$ cat src/common/mul_params.svh
////////////////////////////////////////
// Width macros for the multiply unit
// Word, half-word and accumulator sizes
////////////////////////////////////////

`ifndef MUL_PARAMS_SVH
`define MUL_PARAMS_SVH

// Operand and result word
`define MUL_XLEN  32

// One half-word slice of an operand
`define MUL_HALF  16

// Accumulator, one bit wider than a word to keep the sign
`define MUL_ACC_W 33

`endif

$ cat src/common/mul_op_pkg.sv
////////////////////////////////////////
// Instruction-level types of the multiply unit
// Function code, core operator, signedness pair
////////////////////////////////////////

package mul_op_pkg;

  // RV32M multiply function code, low two bits of funct3
  typedef enum logic [1:0] {
    MUL    = 2'd0,
    MULH   = 2'd1,
    MULHSU = 2'd2,
    MULHU  = 2'd3
  } mul_funct_e;

  // Operator seen by the multiplier core
  // MUL_M32 takes the single-cycle low-half path
  // MUL_H takes the four-step high-half path
  typedef enum logic {
    MUL_M32 = 1'b0,
    MUL_H   = 1'b1
  } mul_opcode_e;

  // Operand signedness
  // Bit 0 set when operand A is signed
  // Bit 1 set when operand B is signed
  typedef logic [1:0] short_signed_t;

endpackage

$ cat src/common/mul_dp_pkg.sv
////////////////////////////////////////
// Datapath types of the multiply unit
// Word, partial operand, accumulator, product, FSM state
////////////////////////////////////////

`include "mul_params.svh"

package mul_dp_pkg;

  // Operand or result word
  typedef logic [`MUL_XLEN-1:0] word_t;

  // Half-word operand with one extension bit on top
  typedef logic [`MUL_HALF:0] half_op_t;

  // Running sum of the high-half product
  typedef logic [`MUL_ACC_W-1:0] acc_t;

  // Output of the product adder
  typedef logic [`MUL_ACC_W:0] prod_t;

  // High-half FSM, one state per partial product
  typedef enum logic [1:0] {
    MUL_ALBL = 2'd0,
    MUL_ALBH = 2'd1,
    MUL_AHBL = 2'd2,
    MUL_AHBH = 2'd3
  } mult_state_e;

endpackage

$ cat src/mult/mul_core.sv
////////////////////////////////////////
// Multiplier core
// Single-cycle MUL, four-step MULH/MULHSU/MULHU
// 17-bit partial products into a 33-bit accumulator
////////////////////////////////////////

`timescale 1ns/10ps

`include "mul_params.svh"

module mul_core import mul_op_pkg::*, mul_dp_pkg::*; (
  input  logic          clk,
  input  logic          rst_n,

  input  logic          valid_i,
  input  mul_opcode_e   operator_i,
  // Bit 0 for A, bit 1 for B
  input  short_signed_t short_signed_i,

  input  word_t         op_a_i,
  input  word_t         op_b_i,

  output word_t         result_o,

  output logic          ready_o,
  output logic          valid_o,
  input  logic          ready_i
);

  // Multiplier inputs after the MUL/MULH select
  word_t       op_a;
  word_t       op_b;
  prod_t       int_result;

  // Shift the sum down by one half word
  logic        mulh_shift;

  // High-half FSM
  mult_state_e mulh_state;
  mult_state_e mulh_state_next;

  // Partial operands
  half_op_t    mulh_al;
  half_op_t    mulh_bl;
  half_op_t    mulh_ah;
  half_op_t    mulh_bh;

  // Pair chosen for this step
  half_op_t    mulh_a;
  half_op_t    mulh_b;

  // Accumulator and its next value
  acc_t        mulh_acc;
  acc_t        mulh_acc_next;
  acc_t        mulh_acc_res;

  // Adder output, raw and shifted
  prod_t       result;
  prod_t       result_shifted;

  ////////////////////////////////////////
  // Partial operands
  ////////////////////////////////////////

  // Low halves are always unsigned
  assign mulh_al = {1'b0, op_a_i[`MUL_HALF-1:0]};
  assign mulh_bl = {1'b0, op_b_i[`MUL_HALF-1:0]};

  // Top bit of a high half carries the sign only for a signed operand
  assign mulh_ah = {short_signed_i[0] && op_a_i[`MUL_XLEN-1],
                    op_a_i[`MUL_XLEN-1:`MUL_HALF]};
  assign mulh_bh = {short_signed_i[1] && op_b_i[`MUL_XLEN-1],
                    op_b_i[`MUL_XLEN-1:`MUL_HALF]};

  ////////////////////////////////////////
  // High-half FSM
  ////////////////////////////////////////

  always_comb begin
    mulh_shift      = 1'b0;
    mulh_a          = mulh_al;
    mulh_b          = mulh_bl;
    mulh_state_next = mulh_state;
    ready_o         = 1'b0;
    valid_o         = 1'b0;
    // Idle or killed, accumulator starts from zero
    mulh_acc_next   = '0;

    case (mulh_state)
      MUL_ALBL: begin
        ready_o = 1'b1;
        if (valid_i) begin
          if (operator_i == MUL_H) begin
            // AL x BL, keep only the carry above bit 15
            mulh_shift      = 1'b1;
            ready_o         = 1'b0;
            mulh_acc_next   = mulh_acc_res;
            mulh_state_next = MUL_ALBH;
          end else begin
            // MUL, result straight from the adder
            valid_o = 1'b1;
          end
        end
      end

      MUL_ALBH: begin
        if (!valid_i) begin
          mulh_state_next = MUL_ALBL;
          ready_o         = 1'b1;
        end else begin
          // AL x BH lands at the same weight
          mulh_b          = mulh_bh;
          mulh_acc_next   = mulh_acc_res;
          mulh_state_next = MUL_AHBL;
        end
      end

      MUL_AHBL: begin
        if (!valid_i) begin
          mulh_state_next = MUL_ALBL;
          ready_o         = 1'b1;
        end else begin
          // AH x BL, then drop another half word
          mulh_shift      = 1'b1;
          mulh_a          = mulh_ah;
          mulh_acc_next   = mulh_acc_res;
          mulh_state_next = MUL_AHBH;
        end
      end

      MUL_AHBH: begin
        if (!valid_i) begin
          mulh_state_next = MUL_ALBL;
          ready_o         = 1'b1;
        end else begin
          // Final step, high word on result_o
          mulh_a        = mulh_ah;
          mulh_b        = mulh_bh;
          valid_o       = 1'b1;
          mulh_acc_next = mulh_acc;
          if (ready_i) begin
            // Taken downstream
            ready_o         = 1'b1;
            mulh_state_next = MUL_ALBL;
            mulh_acc_next   = '0;
          end
        end
      end

      default: ;
    endcase
  end

  always_ff @(posedge clk or negedge rst_n) begin
    if (!rst_n) begin
      mulh_acc   <= '0;
      mulh_state <= MUL_ALBL;
    end else begin
      mulh_acc   <= mulh_acc_next;
      mulh_state <= mulh_state_next;
    end
  end

  // Arithmetic shift keeps the sign of a partial sum
  assign result_shifted = $signed(result) >>> `MUL_HALF;
  assign mulh_acc_res   = mulh_shift ? result_shifted[`MUL_ACC_W-1:0]
                                     : result[`MUL_ACC_W-1:0];

  ////////////////////////////////////////
  // Multiplier and product adder
  ////////////////////////////////////////

  // Full words for MUL, sign-extended 17-bit slices otherwise
  assign op_a = (operator_i == MUL_M32) ? op_a_i :
                {{`MUL_HALF{mulh_a[`MUL_HALF]}}, mulh_a[`MUL_HALF-1:0]};
  assign op_b = (operator_i == MUL_M32) ? op_b_i :
                {{`MUL_HALF{mulh_b[`MUL_HALF]}}, mulh_b[`MUL_HALF-1:0]};

  assign int_result = $signed(op_a) * $signed(op_b);

  // Accumulator stays zero on MUL
  assign result   = $signed(int_result) + $signed(mulh_acc);
  assign result_o = result[`MUL_XLEN-1:0];

  // A dropped request always sends the FSM back to idle
  a_idle_on_drop: assert property (@(posedge clk) disable iff (!rst_n)
    !valid_i |=> mulh_state == MUL_ALBL)
    else $error("mul_core: FSM not idle after valid_i fell");

  // No result without a request behind it
  a_no_orphan_valid: assert property (@(posedge clk) disable iff (!rst_n)
    !(valid_o && !valid_i))
    else $error("mul_core: valid_o without valid_i");

endmodule

$ cat src/verilog/mul_issue.sv
////////////////////////////////////////
// Request side of the multiply unit
// Latches one request, decodes it, holds it for the core
////////////////////////////////////////

`timescale 1ns/10ps

module mul_issue import mul_op_pkg::*, mul_dp_pkg::*; (
  input  logic          clk,
  input  logic          rst_n,
  input  logic          req_i,
  input  mul_funct_e    funct_i,
  input  word_t         op_a_i,
  input  word_t         op_b_i,
  input  logic          kill_i,
  input  logic          core_valid_i,
  input  logic          buf_ready_i,
  output logic          busy_o,
  output logic          valid_o,
  output mul_opcode_e   operator_o,
  output short_signed_t short_signed_o,
  output word_t         op_a_o,
  output word_t         op_b_o
);

  mul_opcode_e   dec_operator;
  short_signed_t dec_signed;
  logic          accept;
  logic          transfer;
  logic          valid_q;

  // Function code to core operator and signedness
  always_comb begin
    dec_operator = MUL_H;
    dec_signed   = 2'b00;
    case (funct_i)
      MUL:    dec_operator = MUL_M32;
      MULH:   dec_signed   = 2'b11;
      MULHSU: dec_signed   = 2'b01;
      MULHU:  dec_signed   = 2'b00;
      default: ;
    endcase
  end

  // New request only while idle
  assign accept   = req_i && !valid_q;
  // Result leaves the core into the buffer
  assign transfer = valid_q && core_valid_i && buf_ready_i;

  always_ff @(posedge clk or negedge rst_n) begin
    if (!rst_n) begin
      valid_q <= 1'b0;
    end else if (accept) begin
      valid_q <= 1'b1;
    end else if (kill_i || transfer) begin
      // Abandoned or done, core falls back to idle
      valid_q <= 1'b0;
    end
  end

  // Request payload, stays put while valid_q is high
  always_ff @(posedge clk) begin
    if (accept) begin
      operator_o     <= dec_operator;
      short_signed_o <= dec_signed;
      op_a_o         <= op_a_i;
      op_b_o         <= op_b_i;
    end
  end

  assign valid_o = valid_q;
  assign busy_o  = valid_q;

  // Upstream waits for busy_o to fall before the next strobe
  a_no_req_while_busy: assert property (@(posedge clk) disable iff (!rst_n)
    req_i |-> !busy_o)
    else $error("mul_issue: request strobe while busy");

endmodule

$ cat src/verilog/mul_result_buf.sv
////////////////////////////////////////
// Result side of the multiply unit
// One-entry register with valid/ready flow control
////////////////////////////////////////

`timescale 1ns/10ps

module mul_result_buf import mul_dp_pkg::*; (
  input  logic  clk,
  input  logic  rst_n,

  // From the core
  input  logic  in_valid_i,
  input  word_t in_data_i,
  output logic  in_ready_o,

  // To the consumer
  output logic  result_valid_o,
  input  logic  result_ready_i,
  output word_t result_o
);

  logic  full_q;
  word_t data_q;
  logic  load;

  // Room when empty or when the held word leaves now
  assign in_ready_o = !full_q || result_ready_i;
  assign load       = in_valid_i && in_ready_o;

  always_ff @(posedge clk or negedge rst_n) begin
    if (!rst_n) begin
      full_q <= 1'b0;
    end else if (load) begin
      full_q <= 1'b1;
    end else if (result_ready_i) begin
      // Drained with nothing behind it
      full_q <= 1'b0;
    end
  end

  // Held word
  always_ff @(posedge clk) begin
    if (load) begin
      data_q <= in_data_i;
    end
  end

  assign result_valid_o = full_q;
  assign result_o       = data_q;

  // A stalled word must survive until the consumer takes it
  a_hold_while_stalled: assert property (@(posedge clk) disable iff (!rst_n)
    full_q && !result_ready_i |=> $stable(data_q))
    else $error("mul_result_buf: held word overwritten");

endmodule

$ cat src/verilog/mul_unit_top.sv
////////////////////////////////////////
// Multiply unit top level
// Request side, multiplier core, result register
////////////////////////////////////////

`timescale 1ns/10ps

module mul_unit_top import mul_op_pkg::*, mul_dp_pkg::*; (
  input  logic       clk,
  input  logic       rst_n,
  input  logic       req_i,
  input  mul_funct_e funct_i,
  input  word_t      op_a_i,
  input  word_t      op_b_i,
  input  logic       kill_i,
  output logic       busy_o,
  output logic       result_valid_o,
  input  logic       result_ready_i,
  output word_t      result_o
);

  // Request held for the core
  logic          core_valid;
  mul_opcode_e   core_operator;
  short_signed_t core_short_signed;
  word_t         core_op_a;
  word_t         core_op_b;

  // Core result and buffer flow control
  logic          core_valid_out;
  word_t         core_result;
  logic          buf_ready;

  mul_issue mul_issue_inst (
    .clk            (clk),
    .rst_n          (rst_n),
    .req_i          (req_i),
    .funct_i        (funct_i),
    .op_a_i         (op_a_i),
    .op_b_i         (op_b_i),
    .kill_i         (kill_i),
    .core_valid_i   (core_valid_out),
    .buf_ready_i    (buf_ready),
    .busy_o         (busy_o),
    .valid_o        (core_valid),
    .operator_o     (core_operator),
    .short_signed_o (core_short_signed),
    .op_a_o         (core_op_a),
    .op_b_o         (core_op_b)
  );

  // Completion is seen by the request side from the transfer
  mul_core mul_core_inst (
    .clk            (clk),
    .rst_n          (rst_n),
    .valid_i        (core_valid),
    .operator_i     (core_operator),
    .short_signed_i (core_short_signed),
    .op_a_i         (core_op_a),
    .op_b_i         (core_op_b),
    .result_o       (core_result),
    .ready_o        (),
    .valid_o        (core_valid_out),
    .ready_i        (buf_ready)
  );

  mul_result_buf mul_result_buf_inst (
    .clk            (clk),
    .rst_n          (rst_n),
    .in_valid_i     (core_valid_out),
    .in_data_i      (core_result),
    .in_ready_o     (buf_ready),
    .result_valid_o (result_valid_o),
    .result_ready_i (result_ready_i),
    .result_o       (result_o)
  );

endmodule

$ cat config.mk
export PLATFORM = sky130hd
export DESIGN_NAME = mul_unit_top
export DESIGN_NICKNAME = d
export VERILOG_FILES = /design/src/common/mul_op_pkg.sv /design/src/common/mul_dp_pkg.sv /design/src/mult/mul_core.sv /design/src/verilog/mul_issue.sv /design/src/verilog/mul_result_buf.sv /design/src/verilog/mul_unit_top.sv
export VERILOG_INCLUDE_DIRS = /design/src /design/src/common
export SDC_FILE = /design/constraint.sdc
export NUM_CORES = 2
export LEC_CHECK = 0
export BUFFER_PORTS_ARGS = -buffer_cell sky130_fd_sc_hd__buf_2
export CORE_MARGIN = 3
export CORE_UTILIZATION = 40
export DETAILED_ROUTE_END_ITERATION = 8
export GPL_TIMING_DRIVEN = 1
export MAX_ROUTING_LAYER = met4
export REMOVE_ABC_BUFFERS = 1
export SYNTH_ARGS = -nofsm -noshare
export SYNTH_HDL_FRONTEND = slang
export SYNTH_SLANG_ARGS = --single-unit
$ cat constraint.sdc
create_clock -name clk -period 10.9 [get_ports clk]
set_clock_uncertainty 0.1 [all_clocks]
set_input_delay 0.545 -clock clk [delete_from_list [all_inputs] [get_ports clk]]
set_output_delay 0.545 -clock clk [all_outputs]
set_load 0.01 [all_outputs]
Word-level counts from Yosys, hierarchy flattened
Cells that the tools add are included.
{ "totals": {"reg_bits": 136, "latch_bits": 0, "ramBits": 0, "romBits": 0, "inputBits": 71, "elab_cells": 70, "memories": 0} }
{ "classes": {"addsub": 1, "multipliers": 1, "n_div": 0, "order_cmp": 0, "n_eq_ne": 8, "shifts": 0, "n_mux": 33, "bitwise_logic": 0, "n_reduce_logical": 18} }
{ "op_table": {"columns": ["cell", "n"], "rows": [
  ["$mux 33", 6],
  ["$pmux 33 s3", 1],
  ["$mux 17", 4],
  ["$mux 32", 2],
  ["$add 34x33->34", 1],
  ["$mul 32x32->34", 1],
  ["$mux 2", 6],
  ["$mux 1", 10],
  ["$pmux 2 s4", 1],
  ["$eq 2x2->1 const B", 3],
  ["$logic_and 1x1->1", 6],
  ["$reduce_or 2->1", 3],
  ["$eq 2x1->1 const B", 2],
  ["$logic_not 2->1", 2],
  ["$ne 2x2->1 const B", 2],
  ["$pmux 1 s2", 2],
  ["$pmux 2 s2", 1],
  ["$reduce_bool 2->1", 2],
  ["$ne 3x3->1 const B", 1],
  ["$reduce_and 3->1", 1],
  ["$logic_not 1->1", 2],
  ["$logic_or 1x1->1", 2]
]} }

Depth between registers and ports, before layout
{ "logic_depth": {"depth_word": 10, "mapped_depth": 38} }

Hierarchy
Synthesis repeated with hierarchy kept, for this count alone.
{ "unflattened": {"cells_unflattened": 2577, "area_unflattened_um2": 24434.7} }
{ "by_module_without_submodules": {"columns": ["mod", "instances", "cells_per_inst", "area_per_inst_um2", "seq_area_each_um2"], "rows": [
  ["mul_core", 1, 2463, 21309.2, 875.8],
  ["mul_issue", 1, 78, 2110.8, 2037.0],
  ["mul_result_buf", 1, 36, 1014.7, 985.9]
]} }

Least setup slack after synthesis
Ideal clock, no wire load.
{ "synth_timing": {"kind": "register -> register", "from": "reg mul_core_inst.mulh_state[0]", "to": "reg mul_core_inst.mulh_acc[32]", "arrival_ns": 9.083, "required_ns": 10.676, "path_slack_ns": 1.593, "stages_incl_launch_ff": 34, "path_cell_list": "dfrtp_1 -> ha_1 -> buf_6 -> o211ai_4 -> buf_6 -> buf_1 -> buf_1 -> mux2i_1 -> clkbuf_1 -> nor2_1 -> fa_1 -> fa_1 -> fa_1 -> inv_1 -> fa_1 -> inv_1 -> fa_1 -> fa_1 -> fa_1 -> inv_1 -> fa_1 -> inv_1 -> ha_1 -> and3_1 -> and3_1 -> a41oi_1 -> a21oi_1 -> o211a_1 -> o41ai_1 -> xnor3_1 -> and2_1 -> buf_6 -> buf_6 -> a211o_1"} }
{ "synth_via": {"elab_chain_cells": 10, "word_cells_on_any_way": 20} }
{ "synth_lines": {"columns": ["item", "line_no", "rtl"], "rows": [
  ["from (decl)", "mul_core.sv:39", "mult_state_e mulh_state;"],
  ["from (signal assigned)", "mul_core.sv:160", "mulh_state <= mulh_state_next;"],
  ["$eq 2x2->1 / $eq 2x1->1 (equally long branches)", "mul_core.sv:89", "case (mulh_state)"],
  ["$reduce_or 2->1 (no source line)", null, null],
  ["$mux 17", null, null],
  ["$mux 32 (on tied branches)", "mul_core.sv:174, mul_core.sv:176", null],
  ["$mul 32x32->34", "mul_core.sv:179", "assign int_result = $signed(op_a) * $signed(op_b);"],
  ["$add 34x33->34", "mul_core.sv:182", "assign result = $signed(int_result) + $signed(mulh_acc);"],
  ["$mux 33", "mul_core.sv:166", "assign mulh_acc_res = mulh_shift ? result_shifted[`MUL_ACC_W-1:0]"],
  ["$mux 33", "mul_core.sv:93", "if (operator_i == MUL_H) begin"],
  ["$mux 33", "mul_core.sv:92", "if (valid_i) begin"],
  ["$pmux 33 s3", "mul_core.sv:89", null],
  ["to (signal assigned)", "mul_core.sv:159", "mulh_acc <= mulh_acc_next;"],
  ["to (decl)", "mul_core.sv:53", "acc_t mulh_acc;"]
]} }
Parallel ways exist; a longest one is shown, timed or not.
A chain may end at the register's enable or synchronous reset.

Worst setup path after layout
{ "layout_timing": {"from": "reg mul_core_inst.mulh_state[0]", "to": "reg mul_core_inst.mulh_acc[24]"} }
The elaborated chain is that of the path after synthesis.

==> summary.md <==
| Metric | Value |
|---|---|
| Status | finished, final reports clean |
| Clk slew on worst S/H paths | around 0.07 ns |
| Top_reg_cell synth | edfxtp_1 |
| Dpl ws | ~0.86 ns |
| Worst Tran Pin Value | around 1.5 ns |
| Final Net Count | roughly 3400 |
| Clock sinks | 136 |
| Share of layout cells above drive strength 1 | 9.36% |
| Worst-Skew Late Latency | 0.44 ns |
| Critical path class | flip-flop to flip-flop |
| Root buffer cell | clkbuf_16 |
| Initial antenna violation count | 2 |
| Routed WL | 82.4 mm |
| Worst Path Arrival | 10.39 ns |
| Max-Cap Viols | 0 |
| # diodes | 0 |
| Hold slack | 0.164 ns |
| Crit-path max FO | 16 |
| Worst path max stage delay | approximately 0.96 ns |
| Chip width | around 250 µm |
| Synth area leaders | fa_1 (41%), edfxtp_1 (12%), inv_1 (9.7%), ha_1 (8.2%), nor2_1 (5.8%) |
| Wire per inst | 23.8 µm |
| Ys Warns | 0 |
| Post-synthesis area per instance | 9.44 µm² |
| Post_cts resized | 0 |
| DIE AREA | 0.0638 mm² |
| Top cells by count, synth | inv_1 (628), fa_1 (501), nor2_1 (373), nand2_1 (267), ha_1 (160) |
| Area Growth Syn to Fin | 9.44% |
| Vias in the first global route | slightly below 20000 |
| Longest Clk Path Bufs | 2 |
| First-pass GRT wire length | 125 mm |
| Tmin final | 10.16 ns |
| FF+latch count, synth | 136 |
| Drt pass-1 iters | 6 |
| Post-synth ARST share | 27.2% |
| Setup violations, final | 0 |
| TritonCTS Buffers | 17 |
| Period utilisation layout | a little over 90% |
| Startpoint types | flip-flop |
| Post-synth EDFFs | 99 |
| Most common cell in the netlist | inv_1 |
| RSZ-0062 raised after global routing | no |
| CTS tree | built |
| Final setup TNS | 0 ns |
| Remaining antenna violation count after routing | 0 |
| Core box area | 0.0596 mm² |
| IO Count | 105 |
| Dpl cells | between 3000 and 4000 |
| Critical Path RT | 11.12 ns |
| Largest net degree at the start of global routing | 69 |
| GR Overflow Total | 0 |
| Hold Crit Class | input port to async pin |
| Vias per inst | about 5.3 |
| Placer Congestion | 0.988 |
| Htree depth | 4 |
| PnR worst setup slack | between 0.7 and 0.8 ns |
| DR iter-0 viols | 1762 |
| Post-CTS Setup Inserts | 0 |
| Crit-path most repeated cell | fa_1 |
| Slew Viols, Final | 0 |
| Vias | 18400 |
| Post-synthesis sequential area ratio | 16.0% |
| CP max stage cell | a21oi_2 |
| Fmax | 98.4 MHz |
| Total global-route track usage | 27.6% |
| Row count | 89 |
| I/O Buffers | 104 |
| Synth Instances | about 2600 |
| Area leader, netlist | fa_1 |
| DRC errors left | 0 |
| Top cell type's share of synthesized area | between 40% and 50% |
| CTS Hold Bufs | 0 |
| Mapped Area | 0.0243 mm² |
| Synth unique cells | 65 |
| Post-DP HPWL | 66.7 mm |
| Starting Density | 40.8% |
| CP endpoint kind | flip-flop |
| Die Y | 253 µm |
| Final Hold Viols | 0 |
| Slew headroom | around 2.2% |
| Post-route insts no fill | 3465 |
metal layers:
layer  part of all wire [%]  track usage [%]  up-vias  wire length, µm
li1                       -                -     7917                -
met1                     40             36.3     9405            33400
met2                     45             42.1      933            37100
met3                     10             6.46      191             8450
met4                    4.2             9.71        0             3480
met5                      0                -        -                0
logic make-up after synthesis:
group	Yosys count	share of synthesized area, %
xor gates and xnor gates	88	3.28
buffers and inverters	714	11.2
adders and majority gates	661	49.5
and+or+nand+nor	695	11.3
DFF	136	16.0
muxes	58	2.58
AOI/OAI and AO/OA	222	6.08
per-stage QoR:
step                      util [%]  cell area [µm²]
final                         44.6            26600
after global routing          44.6            26600
after CTS                     44.6            26600
after detailed placement      43.7            26000
after global placement        43.7            26000
after floorplan                  -            23900
sequential cells by signal, summed over array words and instances (netlist names):
| register | flops |
|---|---|
| mul_core_inst.mulh_acc | 33 |
| mul_issue_inst.op_a_o | 32 |
| mul_issue_inst.op_b_o | 32 |
| mul_result_buf_inst.result_o | 32 |
| mul_core_inst.mulh_state | 2 |
| mul_issue_inst.short_signed_o | 2 |
| mul_issue_inst.busy_o | 1 |
| mul_issue_inst.operator_o | 1 |
| mul_result_buf_inst.result_valid_o | 1 |
critical path: cells and delay by family (launching register included):
kind	cells	cell delay, ns
buf+inv	4	0.20
xor+xnor	1	0.29
compound gates	10	4.14
flops	1	0.42
fa+ha+maj	10	4.30
simple gates	3	0.61
layout make-up:
type	count	area, µm²
fillers	5707	33000
multi-input cells	1724	17700
flip-flops and latches	136	3900
inverters	629	2360
repair buffers	171	1050
well taps	773	967
clock buffers	17	425
clock inverters	15	151
placed cells by master, fill, tap and decap left out, types with 6 or more instances in the layout:
cell       instances
inv_1            628
buf_2            104
and2_1            11
nand2b_1          11
nor2b_1            8
buf_4             65
o21ai_1           17
o211ai_1           6
clkbuf_16         17
a21oi_1           51
fa_1             501
mux2i_2           11
o21a_1            11
ha_1             160
mux2_2            19
nor2_1           372
xor2_1            11
dfrtp_1           37
xnor2_1           75
and3_1             9
o21ai_0           47
inv_6              9
a21o_1            25
nand2_1          267
a221o_1           17
mux2i_1           24
edfxtp_1          99
path summary, 6_finish.rpt:
check / start / endpoint / slack [ns] / depth (start not counted)
min in group clk: op_b_i[29] / mul_issue_inst.op_b_o[29] / 0.17 / 1
min reg2reg: mul_core_inst.mulh_acc[3] / mul_core_inst.mulh_acc[3] / 0.39 / 2
max: mul_core_inst.mulh_state[0] / mul_core_inst.mulh_acc[24] / 0.74 / 28
max reg2reg: mul_core_inst.mulh_state[0] / mul_core_inst.mulh_acc[24] / 0.74 / 28
max in group asynchronous: rst_n / mul_core_inst.mulh_acc[32] / 9.86 / 1
min: rst_n / mul_core_inst.mulh_acc[8] / 0.16 / 1
Power is left out: the tool's default activity adds up to more than one toggle a clock period on the data nets, which glitch-free logic cannot reach.
